File: config.mk
export PLATFORM = sky130hd
export DESIGN_NAME = key_expand
export DESIGN_NICKNAME = d
export VERILOG_FILES = /design/src/design/aes_pkg.sv /design/src/design/key_expand.sv
export VERILOG_INCLUDE_DIRS = /design/src /design/src/design
export SDC_FILE = /design/constraint.sdc
export NUM_CORES = 2
export LEC_CHECK = 0
export BUFFER_PORTS_ARGS = -buffer_cell sky130_fd_sc_hd__buf_4
export CAP_MARGIN = 10
export CORE_UTILIZATION = 45
export CTS_CLUSTER_SIZE = 8
export DETAILED_ROUTE_END_ITERATION = 8
export GPL_TIMING_DRIVEN = 0
export HOLD_SLACK_MARGIN = 0.08
export PLACE_DENSITY = 0.69
export SETUP_SLACK_MARGIN = 0.05
export SLEW_MARGIN = 40
export SYNTH_ARGS = -nofsm -noshare
export SYNTH_HDL_FRONTEND = slang
export SYNTH_SLANG_ARGS = --single-unit
File: constraint.sdc
create_clock -name clk -period 63.1 [get_ports clk]
set_clock_uncertainty 0.2 [all_clocks]
set_input_delay 12.62 -clock clk [delete_from_list [all_inputs] [get_ports clk]]
set_output_delay 12.62 -clock clk [all_outputs]
set_load 0.03 [all_outputs]
File: src/design/aes_modes_settings.svh
`ifndef AES_MODES_SETTINGS_SVH
`define AES_MODES_SETTINGS_SVH

// Data path widths
`define AES_BLOCK_W 128
`define AES_KEY_W   128

// AES-128 round count
`define AES_ROUNDS  10

// Block mode codes
`define AES_MODE_W   3
`define AES_MODE_ECB 3'd0
`define AES_MODE_CBC 3'd1
`define AES_MODE_CFB 3'd2
`define AES_MODE_OFB 3'd3
`define AES_MODE_CTR 3'd4

`endif

File: src/design/aes_pkg.sv
`include "aes_modes_settings.svh"

package aes_pkg;

  // One state word, per byte or per column
  // Byte 0 and column 0 sit at the top of the word
  typedef union packed {
    logic [0:`AES_BLOCK_W/8-1][7:0]   bytes;
    logic [0:`AES_BLOCK_W/32-1][31:0] cols;
  } aes_block_u;

  // Multiply by x in GF(2^8)
  function automatic logic [7:0] xtime(input logic [7:0] a);
    return {a[6:0], 1'b0} ^ (a[7] ? 8'h1b : 8'h00);
  endfunction

  // General GF(2^8) product, shift and add
  function automatic logic [7:0] gf_mul(input logic [7:0] a, input logic [7:0] b);
    logic [7:0] p;
    logic [7:0] x;
    logic [7:0] y;
    p = 8'h00;
    x = a;
    y = b;
    for (int i = 0; i < 8; i++) begin
      if (y[0]) begin
        p = p ^ x;
      end
      x = xtime(x);
      y = y >> 1;
    end
    return p;
  endfunction

  // S-box from the field inverse and the affine map
  function automatic logic [7:0] sbox(input logic [7:0] x);
    logic [7:0] inv;
    logic [7:0] s;
    // x^127 by repeated square and multiply
    inv = x;
    for (int i = 0; i < 6; i++) begin
      inv = gf_mul(gf_mul(inv, inv), x);
    end
    // x^254 is the inverse, zero stays zero
    inv = gf_mul(inv, inv);
    s = inv ^ {inv[6:0], inv[7]} ^ {inv[5:0], inv[7:6]};
    s = s ^ {inv[4:0], inv[7:5]} ^ {inv[3:0], inv[7:4]} ^ 8'h63;
    return s;
  endfunction

  // MixColumns on one column, row 0 in the top byte
  function automatic logic [31:0] mix_column(input logic [31:0] c);
    logic [7:0] a0;
    logic [7:0] a1;
    logic [7:0] a2;
    logic [7:0] a3;
    a0 = c[31:24];
    a1 = c[23:16];
    a2 = c[15:8];
    a3 = c[7:0];
    return {xtime(a0) ^ xtime(a1) ^ a1 ^ a2 ^ a3,
            a0 ^ xtime(a1) ^ xtime(a2) ^ a2 ^ a3,
            a0 ^ a1 ^ xtime(a2) ^ xtime(a3) ^ a3,
            xtime(a0) ^ a0 ^ a1 ^ a2 ^ xtime(a3)};
  endfunction

endpackage

File: src/design/key_expand.sv
`timescale 1ns/1ps
`include "aes_modes_settings.svh"

module key_expand (
  input  logic                 clk,
  input  logic                 rst_n,
  input  logic                 start,
  input  logic [`AES_KEY_W-1:0] key_out,
  input  logic                 busy,
  output aes_pkg::aes_block_u  round_key
);

  aes_pkg::aes_block_u rk_q;
  aes_pkg::aes_block_u rk_next;
  logic [7:0]          rcon_q;
  logic [31:0]         rot_word;
  logic [31:0]         sub_word;

  // RotWord on the last key word
  assign rot_word = {rk_q.cols[3][23:0], rk_q.cols[3][31:24]};

  // Next round key, one word feeding the next
  always_comb begin
    for (int i = 0; i < 4; i++) begin
      sub_word[8*i +: 8] = aes_pkg::sbox(rot_word[8*i +: 8]);
    end
    rk_next.cols[0] = rk_q.cols[0] ^ sub_word ^ {rcon_q, 24'h000000};
    rk_next.cols[1] = rk_q.cols[1] ^ rk_next.cols[0];
    rk_next.cols[2] = rk_q.cols[2] ^ rk_next.cols[1];
    rk_next.cols[3] = rk_q.cols[3] ^ rk_next.cols[2];
  end

  // Round constant, doubles every step
  always_ff @(posedge clk or negedge rst_n) begin
    if (!rst_n) begin
      rcon_q <= 8'h01;
    end else if (start) begin
      rcon_q <= 8'h01;
    end else if (busy) begin
      rcon_q <= aes_pkg::xtime(rcon_q);
    end
  end

  // Round 0 key on start, then one step per core cycle
  always_ff @(posedge clk) begin
    if (start) begin
      rk_q <= key_out;
    end else if (busy) begin
      rk_q <= rk_next;
    end
  end

  assign round_key = rk_q;

endmodule

==> impl_metrics.env <==
export IMPL_setup_viol_count_final=0
export IMPL_netlist_top_cell_by_area="sky130_fd_sc_hd__xnor2_1"
export IMPL_timing_max_slew_rel_slack_pct=35.30
export IMPL_most_common_layout_cells="sky130_fd_sc_hd__xnor2_1, sky130_fd_sc_hd__nand2_1, sky130_fd_sc_hd__nor2_1"
export IMPL_fillers=14220
export IMPL_grt_remaining_overflow=0
export IMPL_timing_critical_path_fanout_max=10
export IMPL_firstDrtPassIters=7
export IMPL_synthDistinctLibCells=141
export IMPL_register_area_share_after_synthesis_pct=6.026
export IMPL_ioPinCount=260
export IMPL_route_detailed_drc=0
export IMPL_grt_busiest_layer="met2"
export IMPL_gr_usage_met2_pct=45.47
export IMPL_avgSynthCellArea_sq_um=8.316
export IMPL_tritoncts="built"
export IMPL_timing_critical_path_slowest_stage_cell="sky130_fd_sc_hd__xnor2_1"
export IMPL_cts_repair_timing_setup_buffer_count=0
export IMPL_maxCapViolations=0
export IMPL_final_cycle_share_pct=46.78
export IMPL_post_drt_wl_per_cell_um=23.29
export IMPL_source_to_sink_clock_delay_at_the_later_pin_of_the_worst_skew_pair_ns=0.51
export IMPL_synth_edff_count=128
export IMPL_post_place_cells=10270
export IMPL_clockBufferDepth=2
export IMPL_run_status="finished, final reports clean"
export IMPL_synth_largest_type_area_fraction_pct=18.37
export IMPL_place_hpwl_mm=186.8
export IMPL_final_layout_size_suffix_gt1_share_pct=12.88
export IMPL_tightest_slew_ns=0.9669
export IMPL_hp_class="reg2reg"
export IMPL_globalRouteMet1Util_pct=42.58
export IMPL_synth_area_sq_mm=0.06713
export IMPL_global_route_usage_met3_pct=6.668
export IMPL_ys_flop_type="sky130_fd_sc_hd__edfxtp_1"
export IMPL_placementRows=141
export IMPL_setup_worst_path_class="reg2reg"
export IMPL_timing_critical_path_arrival_ns=29.58
export IMPL_grt_setup_unrepaired="no"
export IMPL_synth_cells=8072
export IMPL_grt_usage_pct=30.48
export IMPL_cpMostUsedCell="sky130_fd_sc_hd__xnor2_1"
export IMPL_timing_critical_path_buf_inv=18
export IMPL_layout_commonest_cell="sky130_fd_sc_hd__xnor2_1"
export IMPL_postLayoutCoreUtil_pct=49.06
export IMPL_drt_wl_total_mm=240.1
export IMPL_final_period_minus_worst_setup_slack_ns=29.52
export IMPL_gp_congestion=0.9991
export IMPL_design_die_area_sq_mm=0.1507
export IMPL_numCtsBuffers=17
export IMPL_htree_num_levels=4
export IMPL_die_y_um=388.2
export IMPL_final_hold_vio_count=0
export IMPL_critPathRequiredTime_ns=63.16
export IMPL_layout_area_overhead_vs_synth_pct=8.047
export IMPL_ctsRootBufferMaster="sky130_fd_sc_hd__clkbuf_16"
export IMPL_timing_critical_path_slowest_cell_delay_ns=0.78
export IMPL_vias_in_the_first_global_route=59070
export IMPL_floorplan_initialDensity_pct=45.41
export IMPL_detail_route_iter0_violations=7635
export IMPL_peak_clock_frequency_supported_by_timing_mhz=33.88
export IMPL_kind_of_launch_point_of_the_worst_setup_path="flip-flop"
export IMPL_vias=63120
export IMPL_fin_setup_tns_ns=0
export IMPL_cts_reportedPaths_clkPinSlew_ns=0.08
export IMPL_post_cts_hold_buffer_count=0
export IMPL_synth_warning_count=0
export IMPL_nNetsFinal=8519
export IMPL_critPathCaptureType="flip-flop"
export IMPL_placement_io_buffers=258
export IMPL_core_area_sq_mm=0.1478
export IMPL_clkSinkCount=136
export IMPL_final_standard_cell_count_with_taps_included_and_fillers_excluded=10310
export IMPL_maximum_number_of_pins_on_one_net_before_global_route_repair=37
export IMPL_cp_top_family="XOR/XNOR gates"
export IMPL_synth_async_sr_flop_share_pct=5.882
export IMPL_route_antenna_remaining_nets=0
export IMPL_first_pass_grt_wire_length_mm=361.1
export IMPL_detail_route_vias_per_cell=6.125
export IMPL_grt_antenna_before_repair=8
export IMPL_netlist_top_cells_area="sky130_fd_sc_hd__xnor2_1, sky130_fd_sc_hd__xnor3_1, sky130_fd_sc_hd__xor2_1"
export IMPL_chipWidth_um=388.2
export IMPL_mappedNetlistNets=8232
export IMPL_ctsResizeCount=0
export IMPL_max_transition_viols_final=0
export IMPL_synth_seq_cells=136
==> worst min-delay path, delay by kind of cell (launching register included) <==
| family | cells | cell delay [ns] |
|---|---|---|
| flops | 1 | 0.38 |
| mux | 1 | 0.08 |
| simple gates | 1 | 0.08 |
==> metal layers <==
layer  wire length [um]  vias to the layer above
met5                 33                        -
met2             101500                     3393
li1                   -                    28720
met4              10060                        4
met1             100500                    30540
met3              27970                      471
==> state kept, by name, summed over array words and instances, names as in the netlist <==
| signal | flops |
|---|---|
| round_key | 128 |
| rcon_q | 8 |
==> logic make-up (layout without fill, tap and decap cells) <==
kind of cell | after synthesis | count (layout) | share of synthesized area (%)
compound gates | 1527 | 1527 | 15.92
buf+inv | 699 | 999 | 5.301
xor+xnor | 2687 | 2687 | 49.37
flops | 136 | 136 | 6.026
simple gates | 2680 | 2680 | 17.95
other cells | 0 | 4 | 0
mux | 314 | 314 | 4.904
fa+ha+maj | 29 | 29 | 0.5368
==> worst paths after layout <==
kind | startpoint | to | slack, ns | depth (start not counted)
min in group asynchronous | rst_n | rcon_q[7] | 11.73 | 1
worst min-delay path | rcon_q[6] | rcon_q[7] | 0.37 | 2
max in group asynchronous | rst_n | rcon_q[0] | 50.75 | 1
worst min register to register | rcon_q[6] | rcon_q[7] | 0.37 | 2
worst max-delay path | round_key[13] | round_key[23] | 33.58 | 86
worst max register to register | round_key[13] | round_key[23] | 33.58 | 86
==> Yosys cell counts (82+ instances only) <==
cell type and count:
sky130_fd_sc_hd__nand2_1 1158, sky130_fd_sc_hd__xnor2_1 1408, sky130_fd_sc_hd__a21oi_1 271, sky130_fd_sc_hd__nor2_1 681, sky130_fd_sc_hd__mux2_2 83, sky130_fd_sc_hd__nor3_1 183
sky130_fd_sc_hd__o21ai_1 83, sky130_fd_sc_hd__inv_1 82, sky130_fd_sc_hd__xor2_1 527, sky130_fd_sc_hd__xnor2_2 116, sky130_fd_sc_hd__edfxtp_1 128, sky130_fd_sc_hd__mux2i_1 222
sky130_fd_sc_hd__xor3_1 93, sky130_fd_sc_hd__buf_2 143, sky130_fd_sc_hd__clkbuf_1 244, sky130_fd_sc_hd__a22oi_1 103, sky130_fd_sc_hd__o21ai_0 267, sky130_fd_sc_hd__nand3_1 142
sky130_fd_sc_hd__xnor3_1 434
==> final cells by class <==
class | count | area [sq um] | area share, %
Multi-Input combinational cell | 7237 | 59780 | 82.43
Clock buffer | 18 | 429.2 | 0.5917
Clock inverter | 14 | 126.4 | 0.1742
Tap cell | 1930 | 2415 | 3.329
Buffer | 585 | 3147 | 4.339
Inverter | 114 | 430.4 | 0.5934
Sequential cell | 136 | 4045 | 5.577
Antenna cell | 4 | 10.01 | 0.01380
Timing Repair Buffer | 268 | 2142 | 2.953
==> stage by stage <==
step	area (sq um)	worst slack, ns	hold slack (ns)
floorplan	67130	39.23	0.3294
global placement	71480	34.08	0.3531
detailed placement	71860	34.37	0.3695
finish	72530	33.58	0.3705
global route	72520	32.14	0.4405
CTS	72410	34.24	0.3816
Power is left out: the tool's default activity adds up to more than one toggle a clock period on the data nets, which glitch-free logic cannot reach.
