--- config.mk ---
export PLATFORM = sky130hd
export DESIGN_NAME = mode_result
export DESIGN_NICKNAME = d
export VERILOG_FILES = /design/src/design/mode_result.sv
export VERILOG_INCLUDE_DIRS = /design/src /design/src/design
export SDC_FILE = /design/constraint.sdc
export NUM_CORES = 1
export LEC_CHECK = 0
export BUFFER_PORTS_ARGS = -buffer_cell sky130_fd_sc_hd__buf_2
export CORE_AREA = 2 2 203 205
export CTS_CLUSTER_DIAMETER = 200
export DETAILED_ROUTE_END_ITERATION = 6
export DIE_AREA = 0 0 205 207
export SYNTH_ARGS = -nofsm -noshare
export SYNTH_HDL_FRONTEND = slang
export SYNTH_SLANG_ARGS = --single-unit
--- constraint.sdc ---
create_clock -name clk -period 0.8 [get_ports clk]
set_input_delay 0.04 -clock clk [delete_from_list [all_inputs] [get_ports clk]]
set_output_delay 0.04 -clock clk [all_outputs]
set_load 0.02 [all_outputs]
--- src/design/aes_modes_settings.svh ---
`ifndef AES_MODES_SETTINGS_SVH
`define AES_MODES_SETTINGS_SVH

// Data path widths
`define AES_BLOCK_W 128
`define AES_KEY_W   128

// AES-128 round count
`define AES_ROUNDS  10

// Block mode codes
`define AES_MODE_W   3
`define AES_MODE_ECB 3'd0
`define AES_MODE_CBC 3'd1
`define AES_MODE_CFB 3'd2
`define AES_MODE_OFB 3'd3
`define AES_MODE_CTR 3'd4

`endif

--- src/design/mode_result.sv ---
`timescale 1ns/1ps
`include "aes_modes_settings.svh"

module mode_result (
  input  logic                   clk,
  input  logic                   rst_n,
  input  logic                   done,
  input  logic [`AES_BLOCK_W-1:0] cipher_out,
  input  logic [`AES_BLOCK_W-1:0] held_data,
  input  logic [`AES_MODE_W-1:0]  held_mode,
  input  logic                   held_decrypt,
  input  logic                   held_first,
  input  logic                   out_ready,
  output logic                   out_valid,
  output logic [`AES_BLOCK_W-1:0] data_out,
  output logic [`AES_BLOCK_W-1:0] chain,
  output logic                   result_pending
);

  logic [`AES_BLOCK_W-1:0] result;

  // Block modes pass the cipher, stream modes mask the data
  always_comb begin
    case (held_mode)
      `AES_MODE_ECB,
      `AES_MODE_CBC: result = cipher_out;
      default:       result = held_data ^ cipher_out;
    endcase
  end

  // ------------------------------------------------------------
  // Output handshake
  // ------------------------------------------------------------
  always_ff @(posedge clk or negedge rst_n) begin
    if (!rst_n) begin
      out_valid <= 1'b0;
    end else if (done) begin
      out_valid <= 1'b1;
    end else if (out_ready) begin
      out_valid <= 1'b0;
    end
  end

  // Held until taken by the sink
  always_ff @(posedge clk) begin
    if (done) begin
      data_out <= result;
    end
  end

  // Covers the done cycle before out_valid rises
  assign result_pending = done | out_valid;

  // ------------------------------------------------------------
  // Feedback for the next block
  // ------------------------------------------------------------
  always_ff @(posedge clk) begin
    if (done) begin
      case (held_mode)
        `AES_MODE_CBC: chain <= result;
        `AES_MODE_CFB: chain <= held_decrypt ? held_data : result;
        `AES_MODE_OFB: chain <= cipher_out;
        default: begin
          // Non-chained stream drops old feedback
          if (held_first) begin
            chain <= '0;
          end
        end
      endcase
    end
  end

  a_out_hold: assert property (@(posedge clk) disable iff (!rst_n)
    (out_valid && !out_ready) |=> (out_valid && $stable(data_out)));

endmodule

==> results.cfg, run 1 <==
[pwr]
total_power_w = 0.0438
p_sw_w = 0.0129
power_density_mw_per_mm2 = 1660
pwr-share-clk = 0.317
leakagePower_nw = 10.8
switching_share = 0.294
seqPwrFrac = 0.394
p_int_w = 0.0309
ir_worst_vdd_uv = 1570
pwr-share-comb = 0.289

[global_route]
grt_first_pass_wirelength_um = 85300
grt_pass1_vias = 15500
grt_overflow = 0
grt_start_max_net_pins = 59
antenna_found_initial = 8
grt_use_total = 0.255

[floorplanning]
initial_utilization = 0.345
die_area_mm2 = 0.0424
core.rowCount = 74
core-area_mm2 = 0.0404
ioPinCount = 523
dieHeight_um = 207
die_w_um = 205

[yosys]
yosys_warnings = 0
synth-simple-area-share = 0.238
ys.flop_type = edfxtp_1
synth_mux_area_frac = 0
synth_fa_ha_area_frac = 0
synth-compound-area-share = 0.0929
synth_cell_types = 22
ys_seq_elements = 257
synth_edf_count = 256
syn_avg_cell_area_um2 = 11.1
syn_inst = 1259
synth_nets = 1524
async_reset_ff_frac = 0.00389
yosysSeqAreaShare = 0.554
synth_xor_area_frac = 0.0812
synth_top_family_by_area = simple AND/OR/NAND/NOR gates
synth_area_mm2 = 0.0139

[place]
placedCellCount = 2542
port_buffers = 522
placed_cell_area_mm2 = 0.0204
dpl.hpwl_um = 38400
place.gp.congestion = 0.878
place_ws_ns = -0.483

[layout]
nNetsFinal = 2503
mostFrequentLayoutCells = buf_4 (303), edfxtp_1 (256), dlygate4sd3_1 (238)
fin_area_mm2 = 0.0264
area_growth_pct = 89.4
drive_gt1_frac = 0.516
layout_commonest_cell = buf_4
fin_cells = 2802

[worst_setup_path]
arrival_ns = 1.32
reg2reg_depth = 2
crit_required_ns = 0.76
r2r_start = out_valid
cp-end-kind = output pin
rrSetupSlack_ns = 0
timing.rr.end = out_valid
start_kind = flop
path_class = flop to output pin
path_max_fanout = 2

[hold_path]
min_path_cells = 3
hp-start = cipher_out[39]
hold_path_class = input port to flop
hold_end = data_out[39]

[timing]
hold_violations = 0
holdWs_ns = 0.0115
max_freq_mhz = 738
skew_ns = 0
worst_pin_slew_ns = 0.466
timing.final.crit_period_ns = 1.36
maxSlewHeadroom = 0.689
period_share = 1.69
worst_slack_ns = -0.556
rsz0062_at_grt = yes
finalSetupViolations = 288
drv_slew = 0

[routing]
first_pass_iters = 5
vias = 14700
wl_per_cell_um = 21.2
routed_via_density = 5.24
drc = 0
totalWireLength_um = 59300
dr.first_iter.drc_count = 848
ant_nets = 0

[cts]
worstSkewPairLatency_ns = 0.57
cts_tree = done
cts_made_buffers = 30
clk_pin_slew_ns = 0.06
clock_path_buffers = 3
clkSinkCount = 257
clockRootBuffer = clkbuf_16
htree_levels = 1

[outcome]
outcome = complete, but fails checks
violations = setup timing

[run]
cap_violations = 0
==> how the worst max path moves through the flow <==
stage                 start              to
3_3_place_gp   held_mode[0]        chain[0]
4_1_cts           out_valid  result_pending
5_1_grt           out_valid  result_pending
3_5_place_dp   held_mode[1]   data_out[127]
6_report          out_valid  result_pending
2_1_floorplan  held_mode[1]        chain[0]
==> cell usage after synthesis (12+ instances only) <==
| library cell | number | area (um2) |
|---|---|---|
| xnor2_1 | 129 | 1130 |
| a21oi_1 | 254 | 1270 |
| buf_2 | 48 | 240 |
| nand2_1 | 129 | 484 |
| clkbuf_1 | 36 | 135 |
| and4bb_1 | 32 | 400 |
| nor4bb_1 | 95 | 951 |
| buf_4 | 12 | 90.1 |
| nand3_1 | 128 | 641 |
| edfxtp_1 | 256 | 7690 |
| nand2b_1 | 127 | 795 |
==> kinds of logic (layout without fill, tap and decap cells) <==
family	after synthesis	in the layout
buffers and inverters	99	1102
AOI/OAI and AO/OA	257	257
xor gates and xnor gates	129	129
and+or+nand+nor	517	517
other	0	8
DFF	257	257
==> state kept, by name, summed over array words and instances, names as in the netlist <==
signal,flops
out_valid,1
data_out,128
chain,128
==> stage by stage <==
step                      setup TNS [ns]  utilization
after detailed placement         -160.79        0.506
after global placement           -155.73        0.506
final                             -92.20        0.653
after global routing             -101.95        0.653
after floorplan                  -147.33            -
after CTS                        -109.78        0.617
==> metal layers <==
metal  track usage  wire (um)
met1         0.295      21700
met4         0.126       3330
met3        0.0486       3770
met2         0.449      30500
met5             0          0
==> power groups by stage <==
stage          logic, W  clock network [W]  registers, W
6_report         0.0127             0.0139        0.0173
5_1_grt          0.0133             0.0145        0.0173
4_1_cts          0.0115             0.0141        0.0171
3_5_place_dp    0.00964                  0        0.0172
3_3_place_gp    0.00946                  0        0.0172
2_1_floorplan   0.00311                  0        0.0189
==> cell type report <==
cell class                      count  area, um2
Antenna cell                        8       20.0
Inverter                            1       3.75
Sequential cell                   257       7710
Clock buffer                       35        791
Tap cell                          532        666
Multi-Input combinational cell    903       7610
Clock inverter                     21        176
Timing Repair Buffer             1045       9390
Fill cell                        2888      14000
==> what timing repair did <==
item	in CTS	in global routing
endpoints found under the setup margin	258	430
resized for setup	286	382
hold buffers	261	7
setup buffers	1	0
pin swaps	0	119
hold endpoints to repair	267	13
cloned	0	0
==> critical path: stages (launching register included) <==
cell and delay, ns:
dfrtp_1 0.38, or2_4 0.23, buf_6 0.13
No activity file was read; power rests on OpenSTA's default activity.
==> run 2: changes to the inputs <==
--- a/config.mk
+++ b/config.mk
@@ -6,11 +6,13 @@
 export SDC_FILE = /design/constraint.sdc
 export NUM_CORES = 1
 export LEC_CHECK = 0
+export ABC_CLOCK_PERIOD_IN_PS = 800
 export BUFFER_PORTS_ARGS = -buffer_cell sky130_fd_sc_hd__buf_2
-export CORE_AREA = 2 2 203 205
+export CORE_AREA = 10 10 194 196
 export CTS_CLUSTER_DIAMETER = 200
 export DETAILED_ROUTE_END_ITERATION = 6
-export DIE_AREA = 0 0 205 207
+export DIE_AREA = 0 0 204 206
+export PLACE_DENSITY = 0.69
 export SYNTH_ARGS = -nofsm -noshare
 export SYNTH_HDL_FRONTEND = slang
 export SYNTH_SLANG_ARGS = --single-unit
==> results.cfg, run 2 (synthesis results as in run 1) <==
[timing]
worst_slack_ns = -0.551
holdWs_ns = -0.0364
max_freq_mhz = 740
finalSetupViolations = 290
drv_slew = 0
period_share = 1.69
skew_ns = 0
timing.final.crit_period_ns = 1.35
fin_setup_tns_ns = -90.94
rsz0062_at_grt = yes
worst_pin_slew_ns = 0.780
hold_violations = 4
maxSlewHeadroom = 0.480

[cts]
clock_path_buffers = 3
clockRootBuffer = clkbuf_16
clk_pin_slew_ns = 0.06
cts_tree = done
worstSkewPairLatency_ns = 0.56
cts_made_buffers = 30
clkSinkCount = 257
htree_levels = 1

[worst_setup_path]
r2r_start = out_valid
cp-end-kind = output pin
timing.rr.end = out_valid
path_class = flop to output pin
arrival_ns = 1.31
crit_required_ns = 0.76
reg2reg_depth = 2
start_kind = flop
path_max_fanout = 2
rrSetupSlack_ns = -0.01

[routing]
drc = 0
vias = 14900
ant_nets = 0
wl_per_cell_um = 26.7
routed_via_density = 5.82
dr.first_iter.drc_count = 1237
first_pass_iters = 6
totalWireLength_um = 68500

[place]
dpl.hpwl_um = 40300
place_ws_ns = -0.465
placedCellCount = 2395
place.gp.congestion = 0.869
port_buffers = 522

[floorplanning]
ioPinCount = 523
die_area_mm2 = 0.0420
core-area_mm2 = 0.0339
core.rowCount = 68
dieHeight_um = 206
initial_utilization = 0.410
die_w_um = 204

[global_route]
antenna_found_initial = 8
grt_start_max_net_pins = 57
grt_overflow = 0
grt_use_total = 0.286
grt_first_pass_wirelength_um = 95300
grt_pass1_vias = 16200

[layout]
mostFrequentLayoutCells = buf_6 (267), edfxtp_1 (256), buf_4 (230)
area_growth_pct = 86.1
layout_commonest_cell = buf_6
drive_gt1_frac = 0.507
fin_cells = 2564
final_core_util = 0.763
largestRegisters = chain (128), data_out (128), out_valid (1)
nNetsFinal = 2341

[pwr]
leakagePower_nw = 11.0
power_density_mw_per_mm2 = 1700
ir_worst_vdd_uv = 1450

[outcome]
violations = hold timing, setup timing
outcome = complete, but fails checks

[hold_path]
min_path_cells = 2
hold_path_class = input port to flop
hold_end = data_out[114]
hp-start = cipher_out[114]

[run]
cap_violations = 0
[run 2: cell count changes in the layout (fill, tap and decap cells not counted), moves of 32 or more]
cell	previous run	this run
a21oi_2	45	79
buf_4	303	230
a21oi_1	209	174
buf_6	235	267
buf_2	208	93
dlymetal6s4s_1	24	108
dlygate4sd3_1	238	148
[run 2: worst max path at each step]
stage | startpoint | to | slack, ns | depth (start not counted)
after floorplan | held_mode[1] | chain[0] | -0.92 | 4
after global placement | held_mode[0] | chain[0] | -0.47 | 5
after detailed placement | held_mode[0] | chain[120] | -0.47 | 6
after CTS | out_valid | result_pending | -0.55 | 2
after global routing | out_valid | result_pending | -0.57 | 2
final | out_valid | result_pending | -0.55 | 2
[run 2: metrics by stage]
| step | power [W] | instance area [um2] |
|---|---|---|
| floorplan | 0.0220 | 15200 |
| global placement | 0.0264 | 19800 |
| detailed placement | 0.0266 | 19800 |
| CTS | 0.0425 | 24500 |
| global route | 0.0452 | 25900 |
| finish | 0.0441 | 25900 |
[run 2: layout make-up]
class                           count  area (um2)
Antenna cell                       10        25.0
Clock buffer                       36         825
Clock inverter                     19         145
Fill cell                        1791        8050
Inverter                            1        3.75
Multi-Input combinational cell    903        7840
Sequential cell                   257        7710
Tap cell                          455         569
Timing Repair Buffer              883        8770
[run 2: worst max-delay path: stages (launching register included)]
cell and delay [ns]:
dfrtp_1 0.39, or2_4 0.23, buf_6 0.13
[run 2: power by group]
| group | total [W] | leakage, nW | switching (W) | internal (W) |
|---|---|---|---|---|
| Sequential | 0.0174 | 2.41 | 0.000853 | 0.0165 |
| Clock | 0.0138 | 0.487 | 0.00592 | 0.00793 |
| Combinational | 0.0129 | 8.08 | 0.00656 | 0.00634 |
| Total | 0.0441 | 11.0 | 0.0133 | 0.0308 |
[run 2: what timing repair did]
item,in CTS,in global routing
pin swaps,0,181
setup buffers,1,5
setup endpoints to repair,258,385
hold buffers,259,11
gates resized for setup,360,503
hold endpoints to repair,258,15
[run 2: per-layer routing]
metal  vias up  track usage  wire length (um)
met2      1053        0.509             35100
met3       297       0.0657              5900
met4         0        0.149              4230
met1      7278        0.312             23400
li1       6295            -                 -
met5         -            0                 0
==> run 3: changes to the inputs <==
--- a/config.mk
+++ b/config.mk
@@ -10,9 +10,10 @@
 export BUFFER_PORTS_ARGS = -buffer_cell sky130_fd_sc_hd__buf_2
 export CORE_AREA = 10 10 194 196
 export CTS_CLUSTER_DIAMETER = 200
+export CTS_CLUSTER_SIZE = 8
 export DETAILED_ROUTE_END_ITERATION = 6
 export DIE_AREA = 0 0 204 206
-export PLACE_DENSITY = 0.69
+export PLACE_DENSITY = 0.76
 export SYNTH_ARGS = -nofsm -noshare
 export SYNTH_HDL_FRONTEND = slang
 export SYNTH_SLANG_ARGS = --single-unit
==> results.cfg, run 3 (synthesis results as in run 1) <==
[global_route]
met1_usage = 0.319
grt_use_total = 0.306
grt_overflow = 0
grt-busiest-layer = met2
grt_first_pass_wirelength_um = 100000
antenna_found_initial = 11
gr-usage-met2 = 0.537
grt_start_max_net_pins = 59
grt_use_met3 = 0.0770
grt_pass1_vias = 16700

[worst_setup_path]
reg2reg_depth = 2
path_class = flop to output pin
crit_required_ns = 0.76
arrival_ns = 1.26
path_max_fanout = 2
cp-end-kind = output pin
start_kind = flop

[timing]
maxSlewHeadroom = 0.466
skew_ns = 0
hold_violations = 11
max_freq_mhz = 768
finalSetupViolations = 295
timing.final.crit_period_ns = 1.30
worst_pin_slew_ns = 0.801
holdWs_ns = -0.0354
drv_slew = 0
worst_slack_ns = -0.502
period_share = 1.63
rsz0062_at_grt = yes

[layout]
area_growth_pct = 85.5
nNetsFinal = 2424
drive_gt1_frac = 0.524
final_core_util = 0.760
fin_cells = 2637
largestRegisters = chain (128), data_out (128), out_valid (1)
layout_commonest_cell = buf_6
mostFrequentLayoutCells = buf_6 (262), edfxtp_1 (256), buf_4 (239)

[cts]
clock_path_buffers = 3
htree_levels = 2
cts_made_buffers = 38
worstSkewPairLatency_ns = 0.53
clk_pin_slew_ns = 0.05
cts_tree = done
clkSinkCount = 257
clockRootBuffer = clkbuf_16

[floorplanning]
dieHeight_um = 206
core.rowCount = 68
initial_utilization = 0.410
die_area_mm2 = 0.0420
die_w_um = 204
ioPinCount = 523
core-area_mm2 = 0.0339

[outcome]
outcome = complete, but fails checks
violations = hold timing, setup timing

[place]
dpl.hpwl_um = 40400
placedCellCount = 2408
place.gp.congestion = 0.910
port_buffers = 522

[routing]
vias = 15900
ant_nets = 0
first_pass_iters = 6
routed_via_density = 6.04
dr.first_iter.drc_count = 1454
wl_per_cell_um = 28.7
drc = 0
totalWireLength_um = 75700

[hold_path]
hold_path_class = input port to flop
min_path_cells = 3

[pwr]
ir_worst_vdd_uv = 1460
leakagePower_nw = 10.7
power_density_mw_per_mm2 = 1780
total_power_w = 0.0459

[run]
cap_violations = 0
run 3: cell types whose count changed in the layout (fill, tap and decap cells not counted), moves of 11 or more:
cell	delta
dlygate4sd3_1	+11
nor4bb_4	-22
nor4bb_1	+26
clkbuf_16	+15
dlymetal6s4s_1	-43
buf_2	+103
run 3: critical path, stage by stage (launching register included):
cell	delay, ns
dfrtp_1	0.37
or2_4	0.23
buf_6	0.13
run 3: layer usage:
metal  part of all wire  wire length [um]
met2               0.50             38100
met3              0.097              7310
met4              0.081              6120
met5            0.00034                26
met1               0.32             24100
run 3: path summary, 6_finish.rpt:
check / to / slack [ns] / from
min in group asynchronous: out_valid / 0.42 / rst_n
max in group asynchronous: out_valid / 0.25 / rst_n
worst max-delay path: result_pending / -0.50 / out_valid
worst min-delay path: data_out[73] / -0.04 / cipher_out[73]
worst min register to register: out_valid / 0.60 / out_valid
worst max register to register: out_valid / 0.01 / out_valid
run 3: power breakdown:
group,switching [W],internal [W],total (W)
Combinational,0.00674,0.00629,0.0130
Sequential,0.000888,0.0166,0.0174
Clock,0.00633,0.00910,0.0154
run 3: area by class of cell:
type	instances	area [um2]
Clock buffer	49	1060
Clock inverter	1	8.76
Fill cell	1809	8130
Inverter	1	3.75
Multi-Input combinational cell	903	7510
Sequential cell	257	7710
Antenna cell	13	32.5
Tap cell	455	569
Timing Repair Buffer	958	8930
run 3: repair_timing:
action                     4_1_cts  5_1_grt
setup endpoints to repair      258      367
gates resized for setup        362      407
hold buffers                   243       21
hold endpoints to repair       230       26
pin swaps                        0      143
buffers inserted                 1        4
cloned                           0        5
run 3: per-stage QoR:
step	cell area [um2]	hold slack [ns]	TNS, ns	worst slack (ns)
6_report	25800	-0.0354	-85.87	-0.502
2_1_floorplan	15200	-0.256	-147.33	-0.921
5_1_grt	25800	-0.0322	-92.19	-0.536
3_5_place_dp	19800	-0.179	-157.07	-0.481
4_1_cts	24500	-0.0492	-84.55	-0.501
3_3_place_gp	19800	-0.185	-148.32	-0.465
