--- src/design/aes_modes_settings.svh ---
`ifndef AES_MODES_SETTINGS_SVH
`define AES_MODES_SETTINGS_SVH

// Data path widths
`define AES_BLOCK_W 128
`define AES_KEY_W   128

// AES-128 round count
`define AES_ROUNDS  10

// Block mode codes
`define AES_MODE_W   3
`define AES_MODE_ECB 3'd0
`define AES_MODE_CBC 3'd1
`define AES_MODE_CFB 3'd2
`define AES_MODE_OFB 3'd3
`define AES_MODE_CTR 3'd4

`endif

--- src/design/mode_decode.sv ---
`timescale 1ns/1ps
`include "aes_modes_settings.svh"

module mode_decode (
  input  logic                   clk,
  input  logic                   rst_n,
  input  logic                   in_valid,
  input  logic [`AES_BLOCK_W-1:0] data_in,
  input  logic [`AES_KEY_W-1:0]   key,
  input  logic [`AES_BLOCK_W-1:0] iv,
  input  logic [`AES_MODE_W-1:0]  mode,
  input  logic                   decrypt,
  input  logic                   first,
  input  logic                   busy,
  input  logic                   result_pending,
  input  logic [`AES_BLOCK_W-1:0] chain,
  output logic                   in_ready,
  output logic                   start,
  output logic [`AES_BLOCK_W-1:0] block_in,
  output logic [`AES_KEY_W-1:0]   key_out,
  output logic [`AES_BLOCK_W-1:0] held_data,
  output logic [`AES_MODE_W-1:0]  held_mode,
  output logic                   held_decrypt,
  output logic                   held_first
);

  logic                   accept;
  logic                   blk_first;
  logic                   stream_active;
  logic [`AES_MODE_W-1:0]  mode_q;
  logic [`AES_MODE_W-1:0]  eff_mode;
  logic                   dec_q;
  logic                   eff_dec;
  logic [`AES_KEY_W-1:0]   key_q;
  logic [`AES_BLOCK_W-1:0] prev;

  // ------------------------------------------------------------
  // Handshake and stream position
  // ------------------------------------------------------------
  // One block in flight, wait for core and output stage
  assign in_ready  = ~busy & ~result_pending;
  assign accept    = in_valid & in_ready;
  assign start     = accept;
  // No open stream means this block starts one
  assign blk_first = first | ~stream_active;

  // Stream settings come from the port on a first block
  assign eff_mode = blk_first ? mode : mode_q;
  assign eff_dec  = blk_first ? decrypt : dec_q;
  assign key_out  = blk_first ? key : key_q;

  always_ff @(posedge clk or negedge rst_n) begin
    if (!rst_n) begin
      stream_active <= 1'b0;
      mode_q        <= `AES_MODE_ECB;
      dec_q         <= 1'b0;
    end else if (accept) begin
      stream_active <= 1'b1;
      mode_q        <= eff_mode;
      dec_q         <= eff_dec;
    end
  end

  always_ff @(posedge clk) begin
    if (accept && blk_first) begin
      key_q <= key;
    end
  end

  // ------------------------------------------------------------
  // Cipher input selection
  // ------------------------------------------------------------
  // Chaining value, iv opens the stream
  assign prev = blk_first ? iv : chain;

  always_comb begin
    case (eff_mode)
      `AES_MODE_CBC: block_in = data_in ^ prev;
      `AES_MODE_CFB,
      `AES_MODE_OFB: block_in = prev;
      `AES_MODE_CTR: block_in = iv;
      default:       block_in = data_in;
    endcase
  end

  // Context for the output stage
  always_ff @(posedge clk or negedge rst_n) begin
    if (!rst_n) begin
      held_mode    <= `AES_MODE_ECB;
      held_decrypt <= 1'b0;
      held_first   <= 1'b1;
    end else if (accept) begin
      held_mode    <= eff_mode;
      held_decrypt <= eff_dec;
      held_first   <= blk_first;
    end
  end

  always_ff @(posedge clk) begin
    if (accept) begin
      held_data <= data_in;
    end
  end

  // ECB and CBC need the inverse cipher, not built here
  a_no_inverse: assert property (@(posedge clk) disable iff (!rst_n)
    accept |-> !(eff_dec && (eff_mode == `AES_MODE_ECB || eff_mode == `AES_MODE_CBC)));

  // A mode change only at a stream boundary
  a_mode_change: assert property (@(posedge clk) disable iff (!rst_n)
    (accept && stream_active && mode != mode_q) |-> first);

endmodule

--- config.mk ---
export PLATFORM = sky130hd
export DESIGN_NAME = mode_decode
export DESIGN_NICKNAME = d
export VERILOG_FILES = /design/src/design/mode_decode.sv
export VERILOG_INCLUDE_DIRS = /design/src /design/src/design
export SDC_FILE = /design/constraint.sdc
export NUM_CORES = 1
export LEC_CHECK = 0
export ABC_CLOCK_PERIOD_IN_PS = 11110
export BUFFER_PORTS_ARGS = -buffer_cell sky130_fd_sc_hd__buf_2
export CAP_MARGIN = 20
export CORE_AREA = 2 2 360 362
export DETAILED_ROUTE_END_ITERATION = 10
export DIE_AREA = 0 0 362 364
export PLACE_DENSITY = 0.42
export SYNTH_ARGS = -nofsm -noshare
export SYNTH_HDL_FRONTEND = slang
export SYNTH_SLANG_ARGS = --single-unit
--- constraint.sdc ---
create_clock -name clk -period 11.11 [get_ports clk]
set_input_delay 1.6665 -clock clk [delete_from_list [all_inputs] [get_ports clk]]
set_output_delay 1.6665 -clock clk [all_outputs]
set_load 0.02 [all_outputs]
==> metrics, run 1 <==
Die Y-Extent=364 µm; RSZ-0062 raised after global routing=false; # hold bufs at CTS=0; Clock Latency Late Sink=580 ps; drt total wl=116000 µm; Slew HR=0.0308; Max Cap Viol=0; fmax=157 MHz; crit share post-route=0.574; Post-Syn Nets=~2900; DIE WIDTH=approximately 360 µm; flops & latches, synth=262; area leader, netlist=edfxtp_1; 1st-pass router iterations=6; Synth area leaders=edfxtp_1, nand2_1, o221ai_1; CTS tree=yes; Crit Path Max Fanout=approximately 220; HPWL after DPL=between 80000 and 90000 µm; clock buffer depth=3; vias in the first global route=21835; CP arrival=4710 ps; largest net degree at the start of global routing=225; Crit. End Element=output pin; final setup violation count=0; final non-filler cell total=4793; final net count=3585; Synth Area in Adders=0; leakage=11.0 nW; CTS Buf Count=38; port bufs=912; post-synthesis mux area share=0.00218; slew at the pin closest to its max-slew limit=1450 ps; worst vdd ir=87.5 µV; Netlist Area Pre-Place=20700 µm²; most frequent cells in the layout=buf_2, nand2_1, o221ai_1, edfxtp_1; total area of multi-input combinational cells=approximately 12000 µm²; Reg clk slew, reported paths=roughly 60 ps; row count=132; share of cells above drive strength 1=0.326; gr usage total=0.164; setup TNS=0 ps; register area share after synthesis=0.379; starting DRC count in detailed routing=1859; Pwr Density=143 nW/µm²; synth warn=0; largest family of logic cells by synthesized area=compound AO/OA/AOI/OAI gates; GRT Residual Overflow=0; first-pass GRT wire length=162000 µm; final hold vios=0; Worst Reg-to-Reg Cells=5; R2R Setup Slk=6900 ps; CTS root buffer=clkbuf_16; Required @ worst endpoint=9440 ps; core area=128000 µm²; Post-Syn Area per Cell=8.86 µm²; WHS Endpoint=held_first$_DFFE_PN1P_; CP Launch Type=input port; DRC Markers=0; via-per-instance ratio=4.85; Placement Setup Slack=4960 ps; run status=finished, final reports clean; Vias=23244; hold path startpoint=held_first$_DFFE_PN1P_; Die Area=132000 µm²; Worst Hold Depth=2; Clock Skew=17.0 ps; routed len/inst=about 24 µm; final worst-path setup slack=4730 ps; utilization after layout=0.218; worst r2r src=stream_active$_DFFE_PN0P_; area grow syn2layout=35.1%; post_cts resized=0; post-synthesis xor/xnor area fraction=0.0551; clock sinks=262; Routed Antenna Nets=0; reg2reg end=key_q[48]$_DFFE_PP_; placed instance count=between 4000 and 5000; register area=7840 µm²; post-layout min period=~6400 ps; Hold Crit Class=flip-flop to flip-flop; Synth Area in Compound Gates=0.256; Initial Util=0.161; max-slew violations=0; kind of critical path=input port to output pin; Ports=913; global placer's final weighted congestion=roughly 0.85; # fillers=14309; number of library cell types mapped by synthesis=25; Post-Synthesis Cells=2334; H-tree Lvls=2; buffer count from post-CTS setup fixing=0; share of the synthesized area in the top cell type=0.372; antenna violations before repair=64; most common cell after layout, fill and taps aside=buf_2; Post-Synth Simple-Gate Area=0.252
-- worst max-delay path, cell delays in order --
cell and delay [ps]:
buf_2 130, nand2b_4 330, buf_4 520, buf_12 480, o211ai_1 210, o221ai_1 400, or2_1 160, buf_2 180
-- cells in the mapped netlist --
cell type  number
nand2_1       643
edfxtp_1      256
o221ai_1      256
nor2b_1       131
a22oi_1       128
a32oi_1       128
nand4b_1      128
o211ai_1      128
or2_1         128
xor2_1        128
buf_2         122
clkbuf_1      104
buf_1          26
dfrtp_1         5
mux2_2          4
nand2b_1        3
nor2_1          3
buf_4           2
buf_6           2
inv_1           2
nor3b_1         2
xnor2_1         2
and4bb_2        1
dfstp_2         1
nand3_1         1
-- sequential cells by signal, indices dropped and copies added (netlist names) --
register and cells:
held_data 128, key_q 128, held_mode 3, held_decrypt 1
held_first 1, stream_active 1
-- how the worst max path moves through the flow --
stage                     slack, ps    start      endpoint  cells past startpoint
after floorplan                4660     busy         start                      3
after global placement         4970  mode[2]  block_in[69]                      7
after detailed placement       4960  mode[2]  block_in[80]                      7
after CTS                      4960  mode[2]  block_in[80]                      7
after global routing           4700    first  block_in[80]                      8
final                          4730    first  block_in[80]                      8
-- through the flow --
stage	hold WS, ps	power [mW]	instance area, µm²
after floorplan	465	2.08	20700
after global placement	455	2.76	26600
after detailed placement	455	2.76	26600
after CTS	463	4.05	27800
after global routing	491	4.17	27900
final	462	3.98	27900
-- final cells by class --
type / count / share of cell area
tap: 1675 / 0.0751
sequential: 262 / 0.281
clock inverter: 14 / 0.00659
inverter: 2 / 0.000628
timing repair buffer: 945 / 0.177
multi-input combinational: 1814 / 0.421
antenna: 28 / 0.00251
clock buffer: 53 / 0.0368
-- kinds of logic (layout without fill, tap and decap cells) --
kind of cell | after synthesis | count (layout)
AOI/OAI and AO/OA | 640 | 640
buffers and inverters | 258 | 1014
xor gates and xnor gates | 130 | 130
and+or+nand+nor | 1040 | 1040
muxes | 4 | 4
DFF | 262 | 262
other | 0 | 28
-- power breakdown --
group	internal, mW	total [mW]	switching (mW)
Sequential	1.13	1.14	0.0152
Combinational	0.510	1.58	1.07
Clock	0.738	1.25	0.514
Total	2.38	3.98	1.60
-- per-layer routing --
layer  wire [µm]  vias to the layer above  global-route usage
li1            -                    10488                   -
met4        4540                       66              0.0690
met2       57100                     1020               0.283
met1       43500                    11450               0.186
met3       10200                      220              0.0539
met5         392                        -                   0
No activity file was read; power rests on OpenSTA's default activity.
==> inputs of run 2 (changes only) <==
ABC_AREA = 1   (was default)
ABC_CLOCK_PERIOD_IN_PS = 5170   (was 11110)
CORE_AREA = 2 2 351 353   (was 2 2 360 362)
DIE_AREA = 0 0 353 355   (was 0 0 362 364)
PLACE_DENSITY = 0.41   (was 0.42)
clock period = 5.17 ns   (was 11.11 ns; I/O delays follow)
==> run 2 against run 1 <==
  * Synthesized area decreased by 15%
  * Largest cell class unchanged
  * Sequential power increased by 110%
  * Count of clock-buffer cells in the layout decreased by 6
  * Critical path type is now flip-flop to output pin
  * Utilization decreased by 1.0 points
  * Final area decreased by 9.9%
  * Hold slack got worse by 110 ps
  * Worst setup slack got worse by 3800 ps
  * Non-clock buffer count increased by 2
  * Critical path depth increased by 2
  * Synthesized cell count increased by 6.8%
  * Die area decreased by 4.9%
  * Routed wire length decreased by 20%
==> metrics, run 2 <==
area leader, netlist=edfxtp_1; CTS root buffer=clkbuf_16; Crit. End Element=output pin; gr usage total=0.140; H-tree Lvls=2; CP Cell Sequence=nand2_8 > nand2_1 > nand2_1 > inv_1 > nand2_4 > buf_12 > nor2_1 > nor2_1 > nand3_1 > buf_2; Clock power frac=0.360; post-layout min period=4230 ps; share of cells above drive strength 1=0.303; via-per-instance ratio=3.92; post-route cell area=25200 µm²; DIE WIDTH=353 µm; Die Y-Extent=approximately 360 µm; most frequent cells after synthesis=nand2_1, nor2_1, inv_1; crit-path leading delay family=simple AND/OR/NAND/NOR gates; Clock Skew=24.0 ps; clock buffer depth=3; worst r2r src=stream_active$_DFFE_PN0P_; Vias=~20000; CTS tree=yes; CTS Buf Count=41; core area=~120000 µm²; share of the synthesized area in the top cell type=0.440; Worst Hold Depth=1; slew at the pin closest to its max-slew limit=roughly 1100 ps; placed instance count=4922; starting DRC count in detailed routing=1242; CP bufs+invs=3; Routed Antenna Nets=0; GRT Residual Overflow=0; hold path startpoint=key[63]; run status=finished, final reports clean; Die Area=125000 µm²; first-pass GRT wire length=130000 µm; Post-Syn Nets=around 3000; Synth Flop Type=edfxtp_1; CP Launch Type=flip-flop; kind of critical path=flip-flop to output pin; flops & latches, synth=between 200 and 300; 1st-pass router iterations=5; max-slew violations=0; global placer's final weighted congestion=0.831; Crit-path slowest cell=nand2_4; Max Cap Viol=0; Pwr Density=a little over 300 nW/µm²; Synth area leaders=edfxtp_1, nand2_1, nor2_1; buffer count from post-CTS setup fixing=0; total area of multi-input combinational cells=just under 8000 µm²; Ports=913; Post-Synthesis Cells=~2500; final net count=3863; most frequent cells in the layout=nand2_1, buf_2, nor2_1, inv_1, nand3_1; antenna violations before repair=49; worst vdd ir=198 µV; Worst path depth=10; Netlist Area Pre-Place=17500 µm²; RSZ-0062 raised after global routing=false; row count=128; leakage=roughly 13 nW; Top Registers=held_data x128, key_q x128, held_mode x3; # fillers=13955; Worst Setup SP=stream_active$_DFFE_PN0P_; number of library cell types mapped by synthesis=19; routed len/inst=18.5 µm; largest net degree at the start of global routing=203; HPWL after DPL=71400 µm; drt total wl=92400 µm; Crit Path Max Fanout=53; port bufs=between 900 and 1000; area grow syn2layout=43.9%; clock sinks=262; Switch Pwr=~3.0 mW; EDFF count, synth=256; Clock Latency Late Sink=590 ps; CP arrival=3460 ps; final setup violation count=0; Int Pwr=4.83 mW; Initial Util=0.144; final non-filler cell total=between 5000 and 6000; power share of the combinational group=0.327; Synth async-reset ratio=0.0229; Reg clk slew, reported paths=about 50 ps; setup TNS=0 ps; Hold Crit Class=input port to flip-flop; final hold vios=0; Slew HR=0.269; most frequent cell after synthesis=nand2_1; Post-Syn Area per Cell=between 7 and 8 µm²; register area share after synthesis=0.449; vias in the first global route=approximately 19000; synth warn=0; Sw Ratio=0.381; crit share post-route=0.819; DP Area=about 24000 µm²; Worst Reg-to-Reg Cells=5; Seq pwr share=0.313; DRC Markers=0; CP max stage delay=approximately 640 ps; Required @ worst endpoint=4390 ps; register area=7840 µm²; fmax=236 MHz
-- run 2: cell count changes in the layout (fill, tap and decap cells not counted), moves of 256 or more --
cell,before,now
nor2_1,3,385
nand2_1,643,912
inv_1,0,263
nand3_1,1,259
o221ai_1,256,0
-- run 2: final cells by class --
class / count / share of cell area
antenna: 5 / 0.000497
tap: 1625 / 0.0808
clock buffer: 47 / 0.0425
multi-input combinational: 1824 / 0.314
timing repair buffer: 947 / 0.201
sequential: 262 / 0.312
clock inverter: 27 / 0.00985
inverter: 265 / 0.0398
-- run 2: worst paths after layout --
kind                       slack [ps]                        to
max                               940             block_in[111]
min                               350       key_q[63]$_DFFE_PP_
max reg2reg                      2530      key_q[112]$_DFFE_PP_
min reg2reg                       470    held_first$_DFFE_PN1P_
max in group asynchronous        4270    held_first$_DFFE_PN1P_
min in group asynchronous         660  held_mode[1]$_DFFE_PN0P_
-- run 2: what timing repair did --
| action | CTS | global route |
|---|---|---|
| gates resized for setup | 0 | 0 |
| hold buffers | 1 | 0 |
| endpoints found under the hold margin | 5 | 0 |
-- run 2: power by group through the flow --
stage	Combinational, mW	Clock, mW	Sequential [mW]
3_3_place_gp	2.59	0	2.49
4_1_cts	2.60	2.96	2.44
5_1_grt	2.80	3.02	2.45
2_1_floorplan	1.42	0	2.56
3_5_place_dp	2.59	0	2.49
6_report	2.56	2.81	2.44
-- run 2: cell families after synthesis --
| group | count (synthesis) | share of synthesized area |
|---|---|---|
| flops | 262 | 0.449 |
| compound gates | 260 | 0.0934 |
| simple gates | 1564 | 0.356 |
| buf+inv | 406 | 0.102 |
-- run 2: worst reg2reg max path: cells and delay by family, from the launching register on --
kind | cells | cell delay (ps)
buffers and inverters | 3 | 890
DFF | 1 | 470
and+or+nand+nor | 2 | 860
-- run 2: metrics by stage --
| step | hold slack [ps] | setup slack (ps) | power (mW) | utilization |
|---|---|---|---|---|
| detailed placement | 465 | 1030 | 5.08 | 0.196 |
| finish | 355 | 936 | 7.81 | 0.207 |
| global route | 287 | 707 | 8.27 | 0.207 |
| floorplan | 480 | 341 | 3.98 | - |
| global placement | 459 | 1060 | 5.08 | 0.196 |
| CTS | 270 | 826 | 8.00 | 0.207 |
-- run 2: layer usage --
layer  GRT usage  up-vias  wire [µm]
li1            -     9769          -
met1       0.160     8877      36400
met2       0.253      747      46600
met3      0.0447      177       6970
met4      0.0315       40       2180
met5           0        -        255
==> inputs of run 3 (changes only) <==
ABC_CLOCK_PERIOD_IN_PS = 3700   (was 5170)
clock period = 3.7 ns   (was 5.17 ns; I/O delays follow)
==> run 3 against run 2 <==
  * Sequential power grew 40%
  * Utilization grew 0.19 points
  * Sequential share of layout area shrank 0.29 points
  * Clock skew shrank 14 ps
  * Via count grew 0.90%
==> metrics, run 3 (synthesis gave the netlist of run 2 again) <==
run status=finished, final reports clean; Crit. End Element=output pin; Pwr Density=437 nW/µm²; port bufs=912; most frequent cells in the layout=nand2_1, buf_2, nor2_1, inv_1, nand3_1; Routed Antenna Nets=0; crit share post-route=0.949; via-per-instance ratio=3.94; final non-filler cell total=5021; placed instance count=just under 5000; largest net degree at the start of global routing=around 180; DRC Markers=0; worst vdd ir=343 µV; Hold Crit Class=input port to flip-flop; starting DRC count in detailed routing=about 1300; final net count=about 3900; Initial Util=0.144; Ports=913; CP Cell Sequence=nand2_8 > nand2_1 > nand2_1 > inv_1 > nand2_8 > buf_12 > nor2_1 > nor2_1 > nand3_1 > buf_2; Slew HR=0.456; Vias=19786; final setup violation count=0; gr usage total=0.142; kind of critical path=flip-flop to output pin; Die Y-Extent=355 µm; GRT Residual Overflow=0; drt total wl=95100 µm; slew at the pin closest to its max-slew limit=816 ps; Tot Pwr=11.1 mW; post-route cell area=25400 µm²; H-tree Lvls=2; CTS Buf Count=41; RSZ-0062 raised after global routing=false; HPWL after DPL=74900 µm; hold path startpoint=key[50]; core area=about 120000 µm²; max-slew violations=0; routed len/inst=18.9 µm; Crit Path Max Fanout=44; Max Cap Viol=0; Crit-path slowest cell=dfrtp_1; leakage=12.7 nW; CP max stage delay=490 ps; DP Area=24000 µm²; DIE WIDTH=353 µm; CP arrival=~3000 ps; # fillers=13950; vias in the first global route=about 18000; Top Registers=held_data x128, key_q x128, held_mode x3; Clock Skew=a little over 10 ps; worst r2r src=stream_active$_DFFE_PN0P_; 1st-pass router iterations=5; buffer count from post-CTS setup fixing=0; row count=around 130; final worst-path setup slack=188 ps; CTS root buffer=clkbuf_16; Reg clk slew, reported paths=60 ps; antenna violations before repair=52; Clock Latency Late Sink=roughly 600 ps; CP Launch Type=flip-flop; Required @ worst endpoint=3140 ps; Fin Hold WS=137 ps; area grow syn2layout=45.3%; clock sinks=around 260; Worst Setup SP=stream_active$_DFFE_PN0P_; first-pass GRT wire length=131000 µm; Placement Setup Slack=463 ps; utilization after layout=0.209; setup TNS=0 ps; CTS tree=yes; post-layout min period=3510 ps; clock buffer depth=3; share of cells above drive strength 1=0.303; final hold vios=0; fmax=285 MHz; Die Area=approximately 130000 µm²; global placer's final weighted congestion=0.838
-- run 3: cell types whose count changed in the layout (fill, tap and decap cells not counted), moves of 2 or more --
cell,previous run,this run
buf_12,18,22
clkinv_16,1,3
nand2_4,2,0
buf_4,16,23
clkinv_2,9,4
clkbuf_1,4,11
bufinv_16,2,4
clkinvlp_4,6,1
diode_2,5,14
nand2_8,1,3
-- run 3: final timing paths --
check	end	slack, ps	cells after the start
min in group asynchronous	held_decrypt$_DFFE_PN0P_	480	2
max in group asynchronous	held_first$_DFFE_PN1P_	2990	2
setup / recovery	block_in[78]	190	10
setup reg to reg	key_q[81]$_DFFE_PP_	990	7
hold / removal	key_q[50]$_DFFE_PP_	140	1
hold reg to reg	held_first$_DFFE_PN1P_	470	2
-- run 3: critical path, delay by kind of cell (launching register included) --
| family | cells | cell delay, ps |
|---|---|---|
| buffers and inverters | 3 | 720 |
| flip-flops | 1 | 490 |
| AND/OR/NAND/NOR | 7 | 1030 |
-- run 3: layout make-up --
cell class	instances	area (µm²)	share of cell area
Tap cell	1625	2030	0.0801
Timing Repair Buffer	959	5220	0.205
Antenna cell	14	35.0	0.00138
Multi-Input combinational cell	1824	7920	0.312
Inverter	265	1000	0.0394
Clock inverter	18	256	0.0101
Clock buffer	54	1090	0.0431
Sequential cell	262	7840	0.309
-- run 3: report_power, final --
part | internal, mW | switching [mW] | leakage [nW] | total (mW)
clock | 2.38 | 1.66 | 0.650 | 4.04
combinational | 1.17 | 2.48 | 9.59 | 3.65
sequential | 3.38 | 0.0307 | 2.41 | 3.41
-- run 3: per-layer routing --
metal / up-vias / track usage / wire, µm
met5: - / 0 / 280
met4: 40 / 0.0414 / 2350
met3: 167 / 0.0516 / 8010
met2: 730 / 0.264 / 49500
met1: 9052 / 0.150 / 35000
li1: 9797 / - / -
-- run 3: repair_timing --
item | 4_1_cts | 5_1_grt
endpoints found under the setup margin | 0 | 39
hold endpoints to repair | 6 | 0
hold buffers | 1 | 0
resized for setup | 0 | 3
